[config.mk]
export PLATFORM = sky130hd
export DESIGN_NAME = div_unit_top
export DESIGN_NICKNAME = d
export VERILOG_FILES = /design/src/logic/exec_pkg.sv /design/src/logic/div_pkg.sv /design/src/logic/leading_one.sv /design/src/logic/divider.sv /design/src/logic/div_result_stage.sv /design/src/logic/div_unit_top.sv
export SDC_FILE = /design/constraint.sdc
export NUM_CORES = 1
export LEC_CHECK = 0
export ABC_AREA = 1
export BUFFER_PORTS_ARGS = -buffer_cell sky130_fd_sc_hd__buf_2
export CAP_MARGIN = 20
export CORE_MARGIN = 1
export CORE_UTILIZATION = 40
export CTS_CLUSTER_DIAMETER = 200
export DETAILED_ROUTE_END_ITERATION = 8
export REMOVE_ABC_BUFFERS = 1
export SLEW_MARGIN = 20
export SYNTH_ARGS = -nofsm -noshare
export SYNTH_HDL_FRONTEND = slang
export SYNTH_SLANG_ARGS = --single-unit
[constraint.sdc]
create_clock -name clk -period 4.02 [get_ports clk]
set_input_delay 1.005 -clock clk [delete_from_list [all_inputs] [get_ports clk]]
set_output_delay 1.005 -clock clk [all_outputs]
set_load 0.1 [all_outputs]
[src/logic/exec_pkg.sv]
package exec_pkg;

    localparam int width     = 32; // datapath width of the core.
    localparam int reg_idx_w = 5;

    // execute unit selected by the issue type field.
    typedef enum logic [3:0] {
        unit_alu    = 4'd0,
        unit_branch = 4'd1,
        unit_div    = 4'd2,
        unit_mem    = 4'd3
    } unit_e;

    // divide subtypes as carried in the pipeline subtype field.
    typedef enum logic [4:0] {
        div_w  = 5'd0, // signed quotient.
        mod_w  = 5'd1, // signed remainder.
        div_wu = 5'd2,
        mod_wu = 5'd3
    } div_op_e;

    typedef struct packed {
        unit_e                unit;
        div_op_e              op;
        logic [reg_idx_w-1:0] rd;
        logic [width-1:0]     din1; // dividend.
        logic [width-1:0]     din2; // divisor.
    } issue_t;

    // writeback toward the pipeline.
    typedef struct packed {
        logic                 valid;
        logic [reg_idx_w-1:0] rd;
        logic [width-1:0]     value;
    } result_t;

endpackage

[src/logic/div_pkg.sv]
package div_pkg;

    // divider FSM.
    typedef enum logic [1:0] {
        idle    = 2'd0,
        align   = 2'd1,
        iterate = 2'd2, // quotient bits and sign fix.
        finish  = 2'd3
    } div_state_e;

    // operand conditioning captured at issue and alignment.
    typedef struct packed {
        logic [5:0] shift;        // bit index of the next quotient step.
        logic       neg_dividend;
        logic       neg_divisor;
    } norm_t;

endpackage

[src/logic/leading_one.sv]
`timescale 1ns/1ps

module leading_one #(
    parameter int width = 32
) (
    input  logic [width-1:0]         din,
    output logic [$clog2(width)-1:0] pos,
    output logic                     any
);

    localparam int pos_w = $clog2(width);

    assign any = |din; // zero word has no leading one.

    // halve the window at each level and keep the half holding the top bit.
    always_comb
    begin
        logic [width-1:0] window;
        logic [width-1:0] upper;
        window = din;
        pos    = '0;
        for (int k = pos_w - 1; k >= 0; k--)
        begin
            upper = window >> (1 << k);
            if (|upper)
            begin
                pos[k] = 1'b1;
                window = upper;
            end
        end
    end

endmodule

[src/logic/divider.sv]
`timescale 1ns/1ps

module divider #(
    parameter int width = 32
) (
    input  logic              clk,
    input  logic              arst_n,
    input  logic              flush,
    input  logic              start,
    input  exec_pkg::div_op_e op,
    input  logic [width-1:0]  din1,
    input  logic [width-1:0]  din2,
    output logic              busy,
    output logic              done,
    output logic [width-1:0]  quotient,
    output logic [width-1:0]  remainder
);

    localparam int pos_w = $clog2(width);

    div_pkg::div_state_e state;
    div_pkg::div_state_e state_nxt;
    div_pkg::norm_t      norm;
    div_pkg::norm_t      norm_nxt;

    logic [width-1:0] quo;      // shifts in one bit per step.
    logic [width-1:0] quo_nxt;
    logic [width-1:0] rem;      // working remainder.
    logic [width-1:0] rem_nxt;
    logic [width-1:0] dsr;      // divisor magnitude.
    logic [width-1:0] dsr_nxt;
    logic [pos_w-1:0] rem_pos;
    logic [pos_w-1:0] dsr_pos;
    logic             dsr_any;
    logic [5:0]       shift_calc;
    logic [width:0]   trial;
    logic             signed_op;

    function automatic logic [width-1:0] neg_if(
        input logic [width-1:0] value,
        input logic             neg
    );
        neg_if = neg ? -value : value;
    endfunction

    // ********************
    // operand alignment
    // ********************

    leading_one #(.width(width)) u_lo_rem (
        .din (rem),
        .pos (rem_pos),
        .any ()
    );

    leading_one #(.width(width)) u_lo_dsr (
        .din (dsr),
        .pos (dsr_pos),
        .any (dsr_any)
    );

    assign signed_op  = (op == exec_pkg::div_w) || (op == exec_pkg::mod_w);
    assign shift_calc = 6'(rem_pos) - 6'(dsr_pos); // negative when divisor is larger.
    assign trial      = {1'b0, rem} - {1'b0, dsr << norm.shift};

    // ********************
    // FSM
    // ********************

    always_comb
    begin
        state_nxt = state;
        norm_nxt  = norm;
        quo_nxt   = quo;
        rem_nxt   = rem;
        dsr_nxt   = dsr;
        unique case (state)
            div_pkg::idle:
            begin
                if (start)
                begin
                    norm_nxt.neg_dividend = signed_op & din1[width-1];
                    norm_nxt.neg_divisor  = signed_op & din2[width-1];
                    rem_nxt   = neg_if(din1, norm_nxt.neg_dividend);
                    dsr_nxt   = neg_if(din2, norm_nxt.neg_divisor);
                    state_nxt = div_pkg::align;
                end
            end
            div_pkg::align:
            begin
                norm_nxt.shift = shift_calc;
                quo_nxt        = '0;
                if (!dsr_any || shift_calc[5])
                begin
                    // early out returns the dividend as remainder.
                    rem_nxt   = neg_if(rem, norm.neg_dividend);
                    state_nxt = div_pkg::finish;
                end
                else
                begin
                    state_nxt = div_pkg::iterate;
                end
            end
            div_pkg::iterate:
            begin
                if (norm.shift[5])
                begin
                    // all bits done. restore the signs.
                    quo_nxt   = neg_if(quo, norm.neg_dividend ^ norm.neg_divisor);
                    rem_nxt   = neg_if(rem, norm.neg_dividend);
                    state_nxt = div_pkg::finish;
                end
                else
                begin
                    quo_nxt        = {quo[width-2:0], ~trial[width]};
                    norm_nxt.shift = norm.shift - 6'd1;
                    if (!trial[width])
                    begin
                        rem_nxt = trial[width-1:0]; // subtraction fits.
                    end
                end
            end
            default:
            begin
                state_nxt = div_pkg::idle; // finish lasts one cycle.
            end
        endcase
    end

    always_ff @(posedge clk or negedge arst_n)
    begin
        if (!arst_n)
        begin
            state <= div_pkg::idle;
            norm  <= '0;
        end
        else if (flush)
        begin
            state <= div_pkg::idle; // abort.
            norm  <= '0;
        end
        else
        begin
            state <= state_nxt;
            norm  <= norm_nxt;
        end
    end

    always_ff @(posedge clk)
    begin
        quo <= quo_nxt;
        rem <= rem_nxt;
        dsr <= dsr_nxt;
    end

    assign busy      = (state != div_pkg::idle);
    assign done      = (state == div_pkg::finish);
    assign quotient  = quo;
    assign remainder = rem;

endmodule

[src/logic/div_result_stage.sv]
`timescale 1ns/1ps

module div_result_stage (
    input  logic                           clk,
    input  logic                           arst_n,
    input  logic                           flush,
    input  logic                           stall,
    input  logic                           done,
    input  exec_pkg::div_op_e              op,
    input  logic [exec_pkg::reg_idx_w-1:0] rd,
    input  logic [exec_pkg::width-1:0]     quotient,
    input  logic [exec_pkg::width-1:0]     remainder,
    output logic                           pending,
    output exec_pkg::result_t              result
);

    logic                           valid_q;
    logic [exec_pkg::reg_idx_w-1:0] rd_q;
    logic [exec_pkg::width-1:0]     value_q;
    logic                           want_quo;

    assign want_quo = (op == exec_pkg::div_w) || (op == exec_pkg::div_wu);

    always_ff @(posedge clk or negedge arst_n)
    begin
        if (!arst_n)
            valid_q <= 1'b0;
        else if (flush)
            valid_q <= 1'b0;
        else if (done)
            valid_q <= 1'b1;
        else if (!stall)
            valid_q <= 1'b0; // taken downstream.
    end

    always_ff @(posedge clk)
    begin
        if (done)
        begin
            rd_q    <= rd;
            value_q <= want_quo ? quotient : remainder;
        end
    end

    // held result keeps the unit busy.
    assign pending = valid_q & stall;

    assign result = '{valid: valid_q, rd: rd_q, value: value_q};

endmodule

[src/logic/div_unit_top.sv]
`timescale 1ns/1ps

module div_unit_top #(
    parameter int width = 32
) (
    input  logic              clk,
    input  logic              arst_n,
    input  exec_pkg::issue_t  issue,
    input  logic              stall,
    input  logic              flush,
    output logic              busy,
    output exec_pkg::result_t result
);

    logic                           accept;
    logic                           div_busy;
    logic                           div_done;
    logic                           pending;
    logic [width-1:0]               quotient;
    logic [width-1:0]               remainder;
    exec_pkg::div_op_e              op_q;
    logic [exec_pkg::reg_idx_w-1:0] rd_q;

    // packed structs are sized for the package width.
    if (width != exec_pkg::width)
    begin : g_width_check
        $error("div_unit_top width does not match exec_pkg::width");
    end

    // ********************
    // issue decode
    // ********************

    assign accept = (issue.unit == exec_pkg::unit_div) && !stall && !busy;

    always_ff @(posedge clk)
    begin
        if (accept)
        begin
            op_q <= issue.op; // kept until writeback.
            rd_q <= issue.rd;
        end
    end

    divider #(.width(width)) u_divider (
        .clk       (clk),
        .arst_n    (arst_n),
        .flush     (flush),
        .start     (accept),
        .op        (issue.op),
        .din1      (issue.din1),
        .din2      (issue.din2),
        .busy      (div_busy),
        .done      (div_done),
        .quotient  (quotient),
        .remainder (remainder)
    );

    div_result_stage u_result (
        .clk       (clk),
        .arst_n    (arst_n),
        .flush     (flush),
        .stall     (stall),
        .done      (div_done),
        .op        (op_q),
        .rd        (rd_q),
        .quotient  (quotient),
        .remainder (remainder),
        .pending   (pending),
        .result    (result)
    );

    assign busy = div_busy | pending;

endmodule

==> impl_metrics.py <==
metrics = {
    "placed_design": {
        "port_buffers": 120,
        "place.gp.congestion": 1.02,
        "dp_hpwl_um": 40700,
    },
    "yosys": {
        "netlist_instances": 1997,
        "synth_edf_count": 142,
        "syn_avg_cell_area_um2": 6.91,
        "ys_warn_count": 0,
        "synth.yosys.seq_area_share_pct": 32.9,
        "syn-cell-area_um2": 13800,
        "synthArstFlopShare_pct": 7.19,
        "synth_cell_type_count": 58,
        "ys.flop_type": "edfxtp_1",
        "ys_seq_elements": 153,
    },
    "detailed_routing": {
        "vias": 14900,
        "route.antenna.remaining_nets": 0,
        "route.detailed.wl_per_inst_um": 19.1,
        "dr.pass1.iters": 6,
        "drt-initial-drc-count": 1351,
        "remaining_drc_errors": 0,
        "avgViaCountPerCell": 5.52,
        "drt_wl_total_um": 51700,
    },
    "sta": {
        "hold_viol": 0,
        "slew_headroom_pct": 54.8,
        "setup_violations": 0,
        "grt_setup_unrepaired": "yes",
        "max_freq_mhz": 253,
        "worstMarginPinSlew_ps": 671,
        "finalCriticalPeriod_ps": 3950,
        "finClkSkew_ps": 13.5,
        "drv_slew": 0,
        "timing.hold.ws_ps": 410,
        "fin_crit_sh_pct": 98.1,
    },
    "worst_hold_path": {
        "worstHoldPathType": "flop to flop",
    },
    "clock_tree": {
        "cts_buffer_depth": 2,
        "insertion_delay_ps": 460,
        "cts_tree": "done",
        "cts-root-buf": "clkbuf_16",
        "cts.sinks": 153,
        "cts_buffers": 17,
        "htreeDepth": 4,
        "path_clk_slew_ps": 70,
    },
    "run": {
        "maxCapViolations": 0,
    },
    "finish": {
        "fillers": 3443,
        "final_cell_mix": "nand2_1 (440), inv_1 (232), nor2_1 (211)",
        "nets": 2374,
        "antennaDiodeCount": 0,
        "mostFrequentLayoutCell": "nand2_1",
        "drive_gt1_share_pct": 20.5,
        "syn_to_final_growth_pct": 23.3,
    },
    "status": {
        "status": "completed",
    },
    "global_routing": {
        "grt_max_degree": 65,
        "first_global_vias": 13600,
        "grt_pass1_wl_um": 77200,
        "met2_usage_pct": 42.5,
        "use_met3_pct": 7.15,
        "top_usage_layer": "met2",
        "antenna_found_initial": 1,
        "track_usage_pct": 28.7,
        "grt_overflow_total": 0,
        "use_met1_pct": 41.1,
    },
    "critical_path": {
        "path_max_fanout": 16,
        "critPathLaunchType": "flop",
        "crit_type": "flop to flop",
        "end_kind": "flop",
        "arrival_ps": 4100,
        "required_ps": 4180,
    },
    "floorplan": {
        "dieArea_um2": 35200,
        "die_y_um": 188,
        "core_region_area_um2": 33700,
        "io_pins": 121,
        "initial_core_util_pct": 40.9,
        "rows": 67,
        "die_width_um": 188,
    },
    "pwr": {
        "peakVddDrop_mv": 0.447,
        "fin_total_pwr_mw": 15.9,
        "power.density_nw_per_um2": 934,
        "p_leak_nw": 7.48,
    },
}
## final timing paths
check	cells after the start	slack, ps	to	start
worst min-delay path	0	410	u_result.rd_q[2]$_DFFE_PP_	rd_q[2]$_DFFE_PP_
max in group asynchronous	1	3340	u_divider.norm[2]$_DFFE_PN0P_	arst_n
worst max-delay path	26	70	u_divider.remainder[14]$_DFFE_PP_	u_divider.remainder[31]$_DFFE_PP_
min in group asynchronous	1	430	u_divider.norm[1]$_DFFE_PN0P_	arst_n
worst min register to register	0	410	u_result.rd_q[2]$_DFFE_PP_	rd_q[2]$_DFFE_PP_
worst max register to register	26	70	u_divider.remainder[14]$_DFFE_PP_	u_divider.remainder[31]$_DFFE_PP_
## routing by layer
layer | vias up | share of wire [%]
met5 | - | 0.021
met4 | 2 | 2.1
met3 | 62 | 9.5
met2 | 667 | 42
met1 | 6956 | 46
li1 | 7258 | -
## where the power goes
group	internal, mW	leakage, nW	switching (mW)
registers	2.51	1.47	0.494
clock network	0.866	0.264	0.745
logic	4.08	5.75	7.20
total	7.46	7.48	8.44
## stage by stage
stage / util, % / setup TNS [ps] / instance area [µm²] / std cells / worst slack, ps
floorplan: - / -11440 / 13500 / 1937 / -357
global placement: 46.6 / -12990 / 15700 / 2632 / -406
detailed placement: 46.6 / -12400 / 15700 / 2632 / -389
CTS: 48.9 / 0 / 16500 / 2679 / 41.9
global route: 50.5 / -3060 / 17000 / 2705 / -114
finish: 50.5 / 0 / 17000 / 2705 / 74.6
## sequential cells by signal, indices dropped and copies added (netlist names)
signal / count
u_divider.remainder: 32
u_divider.state: 2
u_divider.quotient: 32
u_result.valid_q: 1
op_q: 4
u_result.rd_q: 5
u_divider.norm: 8
u_result.value_q: 32
rd_q: 5
u_divider.dsr: 32
## worst max-delay path: stages (launching register included)
cell	delay, ps
edfxtp_1	510
nor2_2	200
nand2_4	110
nor2_8	200
nand3b_1	170
nand2_2	120
nand2_1	80
nor2_4	190
nand3_2	110
nand2_2	120
nor2_4	50
nand2_2	100
nand2_2	70
nand2_4	80
nand3_4	100
ha_4	170
nand2_1	50
nand2_1	60
a31oi_2	190
nor2_2	70
nor2_2	120
o21bai_2	80
o21ai_2	110
o2111ai_2	170
inv_2	110
buf_4	120
buf_12	150
## cell usage after synthesis (all sizes together) (26+ instances only)
| cell | number | area, µm² |
|---|---|---|
| xor2 | 54 | 473 |
| o21ai | 232 | 1160 |
| edfxtp | 142 | 4260 |
| clkbuf | 48 | 180 |
| nor2 | 242 | 1020 |
| a21oi | 113 | 569 |
| nand3 | 137 | 701 |
| ha | 46 | 576 |
| nand2 | 469 | 1810 |
| or2 | 26 | 163 |
| inv | 239 | 897 |
| nor3 | 35 | 200 |
## timing repair
item,4_1_cts,5_1_grt
pin swaps,5,27
cloned,1,7
endpoints found under the setup margin,33,46
gates resized for setup,30,87
buffers inserted,14,19
endpoints found under the hold margin,0,0
hold buffers,0,0
## area by class of cell
class	instances	area (µm²)	area share [%]
Multi-Input combinational cell	1545	8510	50.0
Sequential cell	153	4540	26.7
Timing Repair Buffer	282	1920	11.3
Inverter	245	920	5.40
Tap cell	448	561	3.29
Clock buffer	18	429	2.52
Clock inverter	14	139	0.816
## logic make-up (layout without fill, tap and decap cells)
family | after synthesis | after routing | synth area share [%]
buf+inv | 305 | 559 | 8.51
compound gates | 439 | 439 | 17.5
xor+xnor | 73 | 73 | 4.63
fa+ha+maj | 48 | 48 | 4.46
mux | 15 | 15 | 1.09
simple gates | 964 | 970 | 30.9
flops | 153 | 153 | 32.9
No activity file was read; power rests on OpenSTA's default activity.
